--- config.mk ---
export PLATFORM = sky130hd
export DESIGN_NAME = gemac_client_top
export DESIGN_NICKNAME = d
export VERILOG_FILES = /design/src/ll_pkg.sv /design/src/mac_ctrl_pkg.sv /design/src/fifo19_to_ll8.sv /design/src/gemac_client_regs.sv /design/src/gemac_client_top.sv /design/src/ll8_to_fifo19.sv /design/src/ll8_to_txmac.sv /design/src/rxmac_to_ll8.sv
export VERILOG_INCLUDE_DIRS = /design/src
export SDC_FILE = /design/constraint.sdc
export NUM_CORES = 1
export LEC_CHECK = 0
export ABC_AREA = 0
export BUFFER_PORTS_ARGS = -buffer_cell sky130_fd_sc_hd__buf_2
export CORE_AREA = 4 4 171 173
export DETAILED_ROUTE_END_ITERATION = 8
export DIE_AREA = 0 0 175 177
export PLACE_DENSITY = 0.65
export SYNTH_ARGS = -nofsm -noshare
export SYNTH_HDL_FRONTEND = slang
export SYNTH_SLANG_ARGS = --single-unit
--- constraint.sdc ---
create_clock -name sys_clk_i -period 3.1 [get_ports sys_clk_i]
set_input_delay 0.465 -clock sys_clk_i [delete_from_list [all_inputs] [get_ports sys_clk_i]]
set_output_delay 0.465 -clock sys_clk_i [all_outputs]
set_load 0.02 [all_outputs]
--- src/gemac_client_macros.svh ---
//********************
// Register offsets, counter width and FIFO word field widths
//********************
`ifndef GEMAC_CLIENT_MACROS_SVH
`define GEMAC_CLIENT_MACROS_SVH

// Widths
`define GEMAC_CNT_W 32
`define LL_BYTE_W 8
`define F19_DATA_W 16

// Wishbone byte offsets
`define REG_CTRL 8'h00
`define REG_RX_FRAMES 8'h04
`define REG_RX_ERRORS 8'h08
`define REG_TX_FRAMES 8'h0C
`define REG_TX_UNDERRUNS 8'h10

`endif

--- src/ll_pkg.sv ---
//********************
// Link-layer byte and FIFO word types
//********************
`default_nettype none
`include "gemac_client_macros.svh"

package ll_pkg;

   typedef logic [`LL_BYTE_W-1:0] byte_t;

   typedef logic [`F19_DATA_W-1:0] f19_data_t;

   // One byte on the link-layer stream
   typedef struct packed {
      byte_t data;
      logic  sof;
      logic  eof;
      logic  error;
   } ll8_t;

   // Two bytes per word, first byte in the upper half
   typedef struct packed {
      logic      occ;
      logic      eof;
      logic      sof;
      f19_data_t data;
   } f19_word_t;

   // Which half of a FIFO word is being handled
   typedef enum logic {
      UPPER,
      LOWER
   } half_e;

endpackage

`default_nettype wire

--- src/mac_ctrl_pkg.sv ---
//********************
// Control and statistics types
//********************
`default_nettype none
`include "gemac_client_macros.svh"

package mac_ctrl_pkg;

   // Control register, bit 1 rx_en and bit 0 tx_en
   typedef struct packed {
      logic rx_en;
      logic tx_en;
   } ctrl_t;

   // Single-cycle pulses from the MAC adapters
   typedef struct packed {
      logic rx_frame;
      logic rx_error;
      logic tx_frame;
      logic tx_underrun;
   } stat_evt_t;

   typedef logic [`GEMAC_CNT_W-1:0] count_t;

endpackage

`default_nettype wire

--- src/fifo19_to_ll8.sv ---
//********************
// FIFO words unpacked into link-layer bytes
//********************
`timescale 1ns/100ps
`default_nettype none

module fifo19_to_ll8 (
   input  wire                       sys_clk_i,
   input  wire                       arst_n_i,
   input  wire ll_pkg::f19_word_t    f19_i,
   input  wire                       f19_src_rdy_i,
   output logic                      f19_dst_rdy_o,
   output ll_pkg::ll8_t              ll_o,
   output logic                      ll_src_rdy_o,
   input  wire                       ll_dst_rdy_i
);
   import ll_pkg::*;

   half_e phase_q;
   byte_t upper_byte;
   byte_t lower_byte;
   logic  last_byte;

   assign {upper_byte, lower_byte} = f19_i.data;

   // An odd tail word ends after its upper byte
   assign last_byte = phase_q == LOWER || (f19_i.eof && f19_i.occ);

   assign ll_src_rdy_o  = f19_src_rdy_i;
   assign f19_dst_rdy_o = ll_dst_rdy_i && last_byte;

   always_comb begin
      ll_o.data  = (phase_q == UPPER) ? upper_byte : lower_byte;
      ll_o.sof   = phase_q == UPPER && f19_i.sof;
      ll_o.eof   = f19_i.eof && last_byte;
      ll_o.error = 1'b0;
   end

   always_ff @(posedge sys_clk_i or negedge arst_n_i) begin
      if (!arst_n_i) begin
         phase_q <= UPPER;
      end else if (ll_src_rdy_o && ll_dst_rdy_i) begin
         phase_q <= last_byte ? UPPER : LOWER;
      end
   end

endmodule

`default_nettype wire

--- src/gemac_client_regs.sv ---
//********************
// Wishbone control register and statistics counters
//********************
`timescale 1ns/100ps
`default_nettype none
`include "gemac_client_macros.svh"

module gemac_client_regs (
   input  wire                          sys_clk_i,
   input  wire                          arst_n_i,
   input  wire                          wb_cyc_i,
   input  wire                          wb_stb_i,
   input  wire                          wb_we_i,
   input  wire  [7:0]                   wb_adr_i,
   input  wire  [31:0]                  wb_dat_i,
   output logic [31:0]                  wb_dat_o,
   output logic                         wb_ack_o,
   output mac_ctrl_pkg::ctrl_t          ctrl_o,
   input  wire mac_ctrl_pkg::stat_evt_t evt_i
);
   import mac_ctrl_pkg::*;

   ctrl_t       ctrl_q;
   count_t      cnt_q [4];
   logic        req;
   logic        wr;
   logic [3:0]  inc;
   logic [3:0]  clr;
   logic [31:0] rd_data;

   // New cycle only while no ack is out
   assign req    = wb_cyc_i && wb_stb_i && !wb_ack_o;
   assign wr     = req && wb_we_i;
   assign ctrl_o = ctrl_q;

   // Counter order follows the register map
   assign inc = {evt_i.tx_underrun, evt_i.tx_frame, evt_i.rx_error, evt_i.rx_frame};

   always_comb begin
      rd_data = '0;
      clr     = '0;
      case (wb_adr_i)
         `REG_CTRL: rd_data = {30'd0, ctrl_q};
         `REG_RX_FRAMES: begin
            rd_data = cnt_q[0];
            clr[0]  = wr;
         end
         `REG_RX_ERRORS: begin
            rd_data = cnt_q[1];
            clr[1]  = wr;
         end
         `REG_TX_FRAMES: begin
            rd_data = cnt_q[2];
            clr[2]  = wr;
         end
         `REG_TX_UNDERRUNS: begin
            rd_data = cnt_q[3];
            clr[3]  = wr;
         end
         default: rd_data = '0;
      endcase
   end

   always_ff @(posedge sys_clk_i or negedge arst_n_i) begin
      if (!arst_n_i) begin
         wb_ack_o <= 1'b0;
         ctrl_q   <= '0;
         for (int i = 0; i < 4; i++) begin
            cnt_q[i] <= '0;
         end
      end else begin
         wb_ack_o <= req;
         if (wr && wb_adr_i == `REG_CTRL) begin
            ctrl_q <= ctrl_t'(wb_dat_i[1:0]);
         end
         // a write wins over an event in the same cycle
         for (int i = 0; i < 4; i++) begin
            if (clr[i]) begin
               cnt_q[i] <= '0;
            end else if (inc[i]) begin
               cnt_q[i] <= cnt_q[i] + 1'b1;
            end
         end
      end
   end

   always_ff @(posedge sys_clk_i) begin
      if (req) begin
         wb_dat_o <= rd_data;
      end
   end

   assert property (@(posedge sys_clk_i) disable iff (!arst_n_i) wb_ack_o |=> !wb_ack_o);

endmodule

`default_nettype wire

--- src/gemac_client_top.sv ---
//********************
// Receive chain, transmit chain and register block
//********************
`timescale 1ns/100ps
`default_nettype none

module gemac_client_top (
   input  wire                      sys_clk_i,
   input  wire                      arst_n_i,
   // MAC side
   input  wire ll_pkg::byte_t       rx_data_i,
   input  wire                      rx_valid_i,
   input  wire                      rx_last_i,
   input  wire                      rx_error_i,
   output ll_pkg::byte_t            tx_data_o,
   output logic                     tx_valid_o,
   output logic                     tx_error_o,
   input  wire                      tx_ack_i,
   // Client FIFO words
   output ll_pkg::f19_word_t        rx_f19_o,
   output logic                     rx_f19_src_rdy_o,
   input  wire                      rx_f19_dst_rdy_i,
   input  wire ll_pkg::f19_word_t   tx_f19_i,
   input  wire                      tx_f19_src_rdy_i,
   output logic                     tx_f19_dst_rdy_o,
   // Wishbone
   input  wire                      wb_cyc_i,
   input  wire                      wb_stb_i,
   input  wire                      wb_we_i,
   input  wire  [7:0]               wb_adr_i,
   input  wire  [31:0]              wb_dat_i,
   output logic [31:0]              wb_dat_o,
   output logic                     wb_ack_o
);
   import ll_pkg::*;
   import mac_ctrl_pkg::*;

   ctrl_t     ctrl;
   stat_evt_t rx_evt;
   stat_evt_t tx_evt;
   stat_evt_t evt;
   ll8_t      rx_ll;
   ll8_t      tx_ll;
   logic      rx_ll_src_rdy;
   logic      rx_ll_dst_rdy;
   logic      tx_ll_src_rdy;
   logic      tx_ll_dst_rdy;

   // Each adapter drives only its own event bits
   assign evt = rx_evt | tx_evt;

   rxmac_to_ll8 rx_adapt (
      .sys_clk_i, .arst_n_i, .ctrl_i(ctrl),
      .rx_data_i, .rx_valid_i, .rx_last_i, .rx_error_i,
      .ll_o(rx_ll), .ll_src_rdy_o(rx_ll_src_rdy), .ll_dst_rdy_i(rx_ll_dst_rdy),
      .rx_evt_o(rx_evt));

   ll8_to_fifo19 rx_pack (
      .sys_clk_i, .arst_n_i,
      .ll_i(rx_ll), .ll_src_rdy_i(rx_ll_src_rdy), .ll_dst_rdy_o(rx_ll_dst_rdy),
      .f19_o(rx_f19_o), .f19_src_rdy_o(rx_f19_src_rdy_o), .f19_dst_rdy_i(rx_f19_dst_rdy_i));

   fifo19_to_ll8 tx_unpack (
      .sys_clk_i, .arst_n_i,
      .f19_i(tx_f19_i), .f19_src_rdy_i(tx_f19_src_rdy_i), .f19_dst_rdy_o(tx_f19_dst_rdy_o),
      .ll_o(tx_ll), .ll_src_rdy_o(tx_ll_src_rdy), .ll_dst_rdy_i(tx_ll_dst_rdy));

   ll8_to_txmac tx_adapt (
      .sys_clk_i, .arst_n_i, .ctrl_i(ctrl),
      .ll_i(tx_ll), .ll_src_rdy_i(tx_ll_src_rdy), .ll_dst_rdy_o(tx_ll_dst_rdy),
      .tx_data_o, .tx_valid_o, .tx_error_o, .tx_ack_i,
      .tx_evt_o(tx_evt));

   gemac_client_regs regs (
      .sys_clk_i, .arst_n_i,
      .wb_cyc_i, .wb_stb_i, .wb_we_i, .wb_adr_i, .wb_dat_i, .wb_dat_o, .wb_ack_o,
      .ctrl_o(ctrl), .evt_i(evt));

endmodule

`default_nettype wire

--- src/ll8_to_fifo19.sv ---
//********************
// Link-layer bytes packed into two-byte FIFO words
//********************
`timescale 1ns/100ps
`default_nettype none

module ll8_to_fifo19 (
   input  wire                    sys_clk_i,
   input  wire                    arst_n_i,
   input  wire ll_pkg::ll8_t      ll_i,
   input  wire                    ll_src_rdy_i,
   output logic                   ll_dst_rdy_o,
   output ll_pkg::f19_word_t      f19_o,
   output logic                   f19_src_rdy_o,
   input  wire                    f19_dst_rdy_i
);
   import ll_pkg::*;

   half_e phase_q;
   byte_t hold_q;
   logic  hold_sof_q;
   logic  take;
   logic  word_load;

   // Output word can be refilled in the cycle it is taken
   assign ll_dst_rdy_o = !f19_src_rdy_o || f19_dst_rdy_i;
   assign take         = ll_src_rdy_i && ll_dst_rdy_o;
   assign word_load    = take && (phase_q == LOWER || ll_i.eof);

   always_ff @(posedge sys_clk_i or negedge arst_n_i) begin
      if (!arst_n_i) begin
         phase_q       <= UPPER;
         f19_src_rdy_o <= 1'b0;
      end else begin
         if (take) begin
            phase_q <= (phase_q == UPPER && !ll_i.eof) ? LOWER : UPPER;
         end
         if (word_load) begin
            f19_src_rdy_o <= 1'b1;
         end else if (f19_dst_rdy_i) begin
            f19_src_rdy_o <= 1'b0;
         end
      end
   end

   always_ff @(posedge sys_clk_i) begin
      if (take && phase_q == UPPER) begin
         hold_q     <= ll_i.data;
         hold_sof_q <= ll_i.sof;
      end
      if (word_load) begin
         if (phase_q == UPPER) begin
            // Odd tail, lower half left zero
            f19_o.occ  <= 1'b1;
            f19_o.eof  <= 1'b1;
            f19_o.sof  <= ll_i.sof;
            f19_o.data <= {ll_i.data, byte_t'(0)};
         end else begin
            f19_o.occ  <= 1'b0;
            f19_o.eof  <= ll_i.eof;
            f19_o.sof  <= hold_sof_q;
            f19_o.data <= {hold_q, ll_i.data};
         end
      end
   end

   // A one-byte frame must start a new word
   assert property (@(posedge sys_clk_i) disable iff (!arst_n_i)
      take && phase_q == LOWER |-> !(ll_i.sof && ll_i.eof));

endmodule

`default_nettype wire

--- src/ll8_to_txmac.sv ---
//********************
// Link-layer bytes to MAC transmit with underrun detect
//********************
`timescale 1ns/100ps
`default_nettype none

module ll8_to_txmac (
   input  wire                       sys_clk_i,
   input  wire                       arst_n_i,
   input  wire mac_ctrl_pkg::ctrl_t  ctrl_i,
   input  wire ll_pkg::ll8_t         ll_i,
   input  wire                       ll_src_rdy_i,
   output logic                      ll_dst_rdy_o,
   output ll_pkg::byte_t             tx_data_o,
   output logic                      tx_valid_o,
   output logic                      tx_error_o,
   input  wire                       tx_ack_i,
   output mac_ctrl_pkg::stat_evt_t   tx_evt_o
);
   import mac_ctrl_pkg::*;

   typedef enum logic [2:0] {
      IDLE,
      WAIT_ACK,
      SEND,
      UNDERRUN,
      FLUSH
   } state_e;

   state_e    state_q;
   state_e    state_d;
   stat_evt_t evt_d;

   always_comb begin
      state_d      = state_q;
      ll_dst_rdy_o = 1'b0;
      evt_d        = '0;
      case (state_q)
         IDLE: begin
            // Stray bytes ahead of a sof are thrown away
            ll_dst_rdy_o = !ll_i.sof;
            if (ll_src_rdy_i && ll_i.sof && ctrl_i.tx_en) begin
               state_d = WAIT_ACK;
            end
         end
         WAIT_ACK: begin
            ll_dst_rdy_o = tx_ack_i;
            if (tx_ack_i) begin
               state_d        = ll_i.eof ? IDLE : SEND;
               evt_d.tx_frame = ll_i.eof;
            end
         end
         SEND: begin
            ll_dst_rdy_o = 1'b1;
            if (!ll_src_rdy_i) begin
               state_d           = UNDERRUN;
               evt_d.tx_underrun = 1'b1;
            end else if (ll_i.eof) begin
               state_d        = IDLE;
               evt_d.tx_frame = 1'b1;
            end
         end
         UNDERRUN: state_d = FLUSH;
         FLUSH: begin
            ll_dst_rdy_o = 1'b1;
            if (ll_src_rdy_i && ll_i.eof) begin
               state_d = IDLE;
            end
         end
         default: state_d = IDLE;
      endcase
   end

   // First byte is held on the bus until the MAC acks it
   assign tx_data_o  = ll_i.data;
   assign tx_valid_o = state_q == WAIT_ACK || (state_q == SEND && ll_src_rdy_i);
   assign tx_error_o = state_q == UNDERRUN;

   always_ff @(posedge sys_clk_i or negedge arst_n_i) begin
      if (!arst_n_i) begin
         state_q  <= IDLE;
         tx_evt_o <= '0;
      end else begin
         state_q  <= state_d;
         tx_evt_o <= evt_d;
      end
   end

   assert property (@(posedge sys_clk_i) disable iff (!arst_n_i) tx_ack_i |-> tx_valid_o);

endmodule

`default_nettype wire

--- src/rxmac_to_ll8.sv ---
//********************
// MAC receive bytes to link-layer stream
//********************
`timescale 1ns/100ps
`default_nettype none

module rxmac_to_ll8 (
   input  wire                          sys_clk_i,
   input  wire                          arst_n_i,
   input  wire mac_ctrl_pkg::ctrl_t     ctrl_i,
   input  wire ll_pkg::byte_t           rx_data_i,
   input  wire                          rx_valid_i,
   input  wire                          rx_last_i,
   input  wire                          rx_error_i,
   output ll_pkg::ll8_t                 ll_o,
   output logic                         ll_src_rdy_o,
   input  wire                          ll_dst_rdy_i,
   output mac_ctrl_pkg::stat_evt_t      rx_evt_o
);
   import mac_ctrl_pkg::*;

   typedef enum logic [1:0] {
      IDLE,
      FRAME,
      DROP
   } state_e;

   state_e    state_q;
   state_e    state_d;
   stat_evt_t evt_d;
   logic      space;
   logic      load;
   logic      patch;
   logic      first;
   logic      ovr_q;

   // Output register is free when empty or being drained
   assign space = !ll_src_rdy_o || ll_dst_rdy_i;

   always_comb begin
      state_d = state_q;
      load    = 1'b0;
      patch   = 1'b0;
      first   = 1'b0;
      evt_d   = '0;
      case (state_q)
         IDLE: begin
            if (rx_valid_i) begin
               if (ctrl_i.rx_en && space) begin
                  load  = 1'b1;
                  first = 1'b1;
               end else begin
                  // Frame lost for lack of room is still counted
                  evt_d.rx_error = ctrl_i.rx_en;
               end
               if (!rx_last_i) begin
                  state_d = (ctrl_i.rx_en && space) ? FRAME : DROP;
               end
            end
         end
         FRAME: begin
            if (rx_valid_i) begin
               load  = space;
               patch = !space && rx_last_i;
               if (rx_last_i) begin
                  state_d = IDLE;
               end
            end
         end
         DROP: begin
            if (rx_valid_i && rx_last_i) begin
               state_d = IDLE;
            end
         end
         default: state_d = IDLE;
      endcase
      if ((load || patch) && rx_last_i) begin
         evt_d.rx_frame = 1'b1;
         evt_d.rx_error = rx_error_i || ovr_q || patch;
      end
   end

   always_ff @(posedge sys_clk_i or negedge arst_n_i) begin
      if (!arst_n_i) begin
         state_q      <= IDLE;
         ll_src_rdy_o <= 1'b0;
         ovr_q        <= 1'b0;
         rx_evt_o     <= '0;
      end else begin
         state_q  <= state_d;
         rx_evt_o <= evt_d;
         if (load) begin
            ll_src_rdy_o <= 1'b1;
         end else if (ll_dst_rdy_i) begin
            ll_src_rdy_o <= 1'b0;
         end
         // Sticky until the frame ends
         if (state_d == IDLE) begin
            ovr_q <= 1'b0;
         end else if (state_q == FRAME && rx_valid_i && !space) begin
            ovr_q <= 1'b1;
         end
      end
   end

   always_ff @(posedge sys_clk_i) begin
      if (load) begin
         ll_o.data  <= rx_data_i;
         ll_o.sof   <= first;
         ll_o.eof   <= rx_last_i;
         ll_o.error <= rx_last_i && (rx_error_i || ovr_q);
      end else if (patch) begin
         // last byte was lost, the held byte closes the frame
         ll_o.eof   <= 1'b1;
         ll_o.error <= 1'b1;
      end
   end

   assert property (@(posedge sys_clk_i) disable iff (!arst_n_i) rx_last_i |-> rx_valid_i);

endmodule

`default_nettype wire

==> results.toml, run 1 <==
[global_routing]
use_met3 = 0.0301
use_met2 = 0.313
grt_overflow_total = 0
grt_antenna_before_repair = 0
groute.usage.overall = 0.184
first_global_vias = 8595
grt_pass1_wl_mm = 46.5
grt_use_met1 = 0.242
grt_max_degree = 62
gr-max-usage-layer = "met2"

[power]
power_leakage_uw = 0.00485
power.density_mw_per_mm2 = 605
max-vdd-ir-drop_mv = 0.369

[drt]
firstDrtPassIters = 6
ant_nets = 0
wl_per_cell_um = 18.9
drc = 0
viasPerCell = 5.77
vias = 8838
routed_wl_mm = 29.0
drtIter0Drc = 693

[critical_path]
r2r_start = "regs.cnt_q[39]"
path_cells = "nand4_1 > or4_1 > or4_1 > a21oi_1"
crit_fanout = 28
crit_type = "flip-flop to flip-flop"
cp.required_ps = 3550
crit_path_end_kind = "flip-flop"
critical_path_buf_inv_count = 0
worstPathArrival_ps = 2860
cpLargestDelayFamily = "simple AND/OR/NAND/NOR gates"
regToRegEndpoint = "regs.cnt_q[59]"
cpMostUsedCell = "or4_1"
crit_path_max_incr_delay_ps = 920
slowest_stage = "or4_1"
r2r_slack_ps = 680
r2r_cells = 4
start_kind = "flip-flop"

[cts]
cts_resized = 0
ctsLongestPathBuffers = 3
worstSkewPairLatency_ps = 520
cts_buffers = 24
clkSlewWorstSetupHoldPaths_ps = 60
htreeDepth = 1
clock-sinks = 215
root_buffer = "clkbuf_16"
cts_tree = "done"

[synth]
synthArstFlopShare = 0.674
ys_seq_area_frac = 0.523
synthFlopType = "dfrtp_1"
synth_commonest_cells = "145 x dfrtp_1, 78 x nor2_1, 77 x a21oi_1"
synth_area_per_cell_sq_um = 10.7
syn_area_sq_mm = 0.0110
ys_ff_latch = 215
synth-edff-count = 70
synth_warnings = 0
synth_most_common_cell = "dfrtp_1"
synthDominantCellAreaShare = 0.331
yosys.area.top_type = "dfrtp_1"
ys_top_cells_by_area = "dfrtp_1 33%, edfxtp_1 19%, or4_1 4.5%"
yosysUniqueCellTypes = 58
syn_nets = 1110
syn_inst = 1028

[placed_design]
port_buffers = 111
place_area_sq_mm = 0.0120
routabilityCongestion = 0.870
dp.final_hpwl_mm = 20.5
dp.cells = 1488

[layout]
layout-drive-gt1-share = 0.198
syn2layout_area_growth_pct = 16.6
multi_input_area_sq_mm = 0.00489
fin_nets = 1219
diodes = 0
seq_area_sq_mm = 0.00573
stdcell_area_sq_mm = 0.0128
final_cells = 1533
fillers = 2571

[sta]
setup-violations-final = 0
final.period_utilization = 0.779
rsz0062_at_grt = "no"
hold_viol = 0
fin_setup_tns_ps = 0
clock.fmax_mhz = 414
fin_skew_ps = 7.90
relSlewSlack = 0.472
slew_violations = 0
period_needed_ps = 2420
worst_slew_pin_slew_ps = 793
holdWs_ps = 114

[hold_path]
holdPathStages = 1
worstHoldEndpoint = "rx_adapt.ll_o[3]"
hold_start = "rx_data_i[0]"
hp-class = "input port to flip-flop"

[floorplan]
chipWidth_um = 175
initial_core_util = 0.397
design.core.area_sq_mm = 0.0276
ios = 142
die_height_um = 177
die_area_sq_mm = 0.0310
core.rowCount = 61

[outcome]
status = "completed"

[job]
drv_cap = 0
-- cell families (layout without fill, tap and decap cells) --
kind of cell	after synthesis	count (layout)	synth area share
mux	60	60	0.0575
xor+xnor	49	49	0.0391
fa+ha+maj	4	4	0.00457
simple gates	391	391	0.213
compound gates	228	228	0.129
buf+inv	81	208	0.0341
flops	215	215	0.523
-- area by class of cell --
cell class                 instances  area share
inverter                          20     0.00587
clock buffer                      33      0.0520
sequential                       215       0.448
multi-input combinational        732       0.383
clock inverter                    11     0.00950
timing repair buffer             144      0.0645
tap                              378      0.0370
-- report_power, final --
| group | leakage, uW | switching [uW] | internal [uW] |
|---|---|---|---|
| combinational | 0.00225 | 698 | 511 |
| clock | 0.000377 | 1160 | 1670 |
| sequential | 0.00222 | 484 | 3210 |
| total | 0.00485 | 2340 | 5390 |
-- sequential cells by signal, indices dropped and copies added (netlist names), 2 cells and up --
signal	count
rx_adapt.ll_o	10
rx_adapt.rx_evt_o	2
rx_pack.hold_q	8
regs.cnt_q	128
rx_adapt.state_q	2
regs.ctrl_o	2
regs.wb_dat_o	32
tx_adapt.state_q	3
rx_pack.f19_o	19
tx_adapt.tx_evt_o	2
-- layout by cell type (no fill, tap or decap), drive strengths merged, types with 17 or more instances in the layout --
cell    count
nand4      42
mux2i      36
and4       17
buf       143
nor2       78
o21ai      47
a22oi      32
a21oi      79
edfxtp     70
or4        68
dfrtp     145
nand2      45
mux2       24
nand3      42
clkbuf     33
xor2       23
o31ai      59
inv        21
xnor2      26
-- worst max path at each step --
stage / from / endpoint / slack (ps) / depth (start not counted)
2_1_floorplan: rx_pack.f19_src_rdy_o / rx_adapt.ll_o[1] / 550 / 3
3_3_place_gp: wb_adr_i[1] / regs.wb_dat_o[12] / 470 / 4
3_5_place_dp: wb_adr_i[1] / regs.wb_dat_o[12] / 460 / 4
4_1_cts: regs.cnt_q[39] / regs.cnt_q[59] / 680 / 4
5_1_grt: regs.cnt_q[39] / regs.cnt_q[61] / 540 / 4
6_report: regs.cnt_q[39] / regs.cnt_q[59] / 680 / 4
-- metal layers --
metal | share of wire | up-vias | wire, um
met3 | 0.057 | 64 | 1650
met2 | 0.49 | 243 | 14100
met5 | 0 | - | 0
met1 | 0.43 | 4376 | 12300
met4 | 0.031 | 0 | 908
li1 | - | 4155 | -
-- metrics by stage --
stage	total power, uW	worst slack (ps)	util
after floorplan	4510	545	-
after global placement	4900	474	0.434
after detailed placement	4950	463	0.434
after CTS	7780	678	0.463
after global routing	8120	543	0.463
final	7730	684	0.463
-- timing repair --
action	4_1_cts	5_1_grt
endpoints found under the hold margin	57	0
setup buffers	0	0
hold buffers	1	0
Power figures use the tool's default switching activity.
==> inputs of run 2 (changes only) <==
- clock period: 3.1 -> 2.4 ns (I/O delays scaled with it)
==> results.toml, run 2 (same netlist as run 1, synthesis figures left out) <==
[outcome]
status = "completed"

[cts]
root_buffer = "clkbuf_16"
worstSkewPairLatency_ps = 520
clkSlewWorstSetupHoldPaths_ps = 60
cts_resized = 0
ctsLongestPathBuffers = 3
clock-sinks = 215
cts_tree = "done"
htreeDepth = 1
post_cts_buffers = 0
cts_buffers = 24

[drt]
viasPerCell = 5.75
vias = 8928
ant_nets = 0
wl_per_cell_um = 18.7
drtIter0Drc = 958
routed_wl_mm = 29.1
drc = 0
firstDrtPassIters = 5

[sta]
setup-violations-final = 0
hold_viol = 0
slew_violations = 0
fin_skew_ps = 19.9
worst_slew_pin_slew_ps = 626
clock.fmax_mhz = 451
period_needed_ps = 2220
rsz0062_at_grt = "no"
final.period_utilization = 0.924
relSlewSlack = 0.581

[critical_path]
start_kind = "flip-flop"
cp.required_ps = 2830
worstPathArrival_ps = 2640
crit_fanout = 8
crit_type = "flip-flop to flip-flop"
crit_path_end_kind = "flip-flop"

[placed_design]
dp.final_hpwl_mm = 21.4
routabilityCongestion = 0.863
place_area_sq_mm = 0.0122
port_buffers = 111

[layout]
layout_common_cells = "145 x dfrtp_1, 110 x buf_2, 77 x nor2_1, 77 x a21oi_1, 70 x edfxtp_1"
multi_input_area_sq_mm = 0.00489
syn2layout_area_growth_pct = 19.3
final_common_cell = "dfrtp_1"
stdcell_area_sq_mm = 0.0131
top_register = "regs.cnt_q"
largest_reg_flops = 128
fillers = 2527
layout-drive-gt1-share = 0.216
biggestRegsByFlops = "regs.cnt_q x128, regs.wb_dat_o x32, rx_pack.f19_o x19"
seq_area_sq_mm = 0.00573
fin_nets = 1238

[power]
max-vdd-ir-drop_mv = 0.526
finalPower_uw = 10400
power.density_mw_per_mm2 = 795
power_leakage_uw = 0.00499

[floorplan]
die_height_um = 177
chipWidth_um = 175
ios = 142
die_area_sq_mm = 0.0310
design.core.area_sq_mm = 0.0276
core.rowCount = 61
initial_core_util = 0.397

[global_routing]
grt_pass1_wl_mm = 47.1
grt_overflow_total = 0
grt_antenna_before_repair = 3
groute.usage.overall = 0.187
first_global_vias = 8710
grt_max_degree = 53

[hold_path]
hp-class = "input port to flip-flop"

[job]
drv_cap = 0
[run 2: cell types whose count changed in the layout (fill, tap and decap cells not counted), sizes merged]
cell,previous run,this run
buf,143,162
bufinv,2,5
clkbuf,33,30
clkinvlp,2,3
diode,0,1
inv,21,20
[run 2: final cells by class]
| cell class | instances | share of cell area |
|---|---|---|
| sequential | 215 | 0.438 |
| multi-input combinational | 732 | 0.374 |
| timing repair buffer | 163 | 0.0797 |
| clock buffer | 30 | 0.0508 |
| tap | 378 | 0.0362 |
| clock inverter | 14 | 0.0154 |
| inverter | 20 | 0.00574 |
| antenna | 1 | 0.000191 |
[run 2: where the power goes]
part	leakage, uW	total, uW	switching [uW]	internal (uW)
registers	0.00222	4760	619	4140
logic	0.00236	1660	944	715
clock network	0.000418	3970	1470	2500
[run 2: worst max-delay path, cell delays in order (launching register included)]
cell and delay, ps:
dfrtp_1 460, ha_1 230, nand3_1 150, or4_1 700
or4_1 450, a21oi_1 150
[run 2: through the flow]
| step | instances | hold slack, ps | utilization | setup TNS [ps] | setup WS [ps] |
|---|---|---|---|---|---|
| after floorplan | 1028 | 64.4 | - | 0 | 95.8 |
| after global placement | 1507 | 317 | 0.442 | 0 | 45.6 |
| after detailed placement | 1507 | 316 | 0.442 | -19.3 | -19.3 |
| after CTS | 1552 | 10.0 | 0.473 | 0 | 192 |
| after global routing | 1553 | 8.10 | 0.473 | 0 | 61.5 |
| final | 1553 | 34.1 | 0.473 | 0 | 183 |
[run 2: worst paths after layout]
path / to / slack, ps / cells after the start / from
worst max-delay path: regs.cnt_q[30] / 180 / 5 / regs.cnt_q[0]
worst min-delay path: rx_adapt.ll_o[7] / 30 / 1 / rx_data_i[4]
worst max register to register: regs.cnt_q[30] / 180 / 5 / regs.cnt_q[0]
worst min register to register: rx_pack.hold_sof_q / 460 / 0 / rx_adapt.ll_o[2]
max in group asynchronous: regs.cnt_q[105] / 1370 / 3 / arst_n_i
min in group asynchronous: regs.cnt_q[56] / 350 / 2 / arst_n_i
[run 2: layer usage]
metal / vias up / track usage / wire (um)
met5: - / 0 / 27
met4: 4 / 0.0553 / 770
met3: 46 / 0.0335 / 1700
met2: 265 / 0.304 / 13600
met1: 4427 / 0.259 / 13000
li1: 4186 / - / -
[run 2: what timing repair did]
item / 4_1_cts / 5_1_grt
setup endpoints to repair: 0 / 0
hold endpoints to repair: 40 / 0
hold buffers: 1 / 0
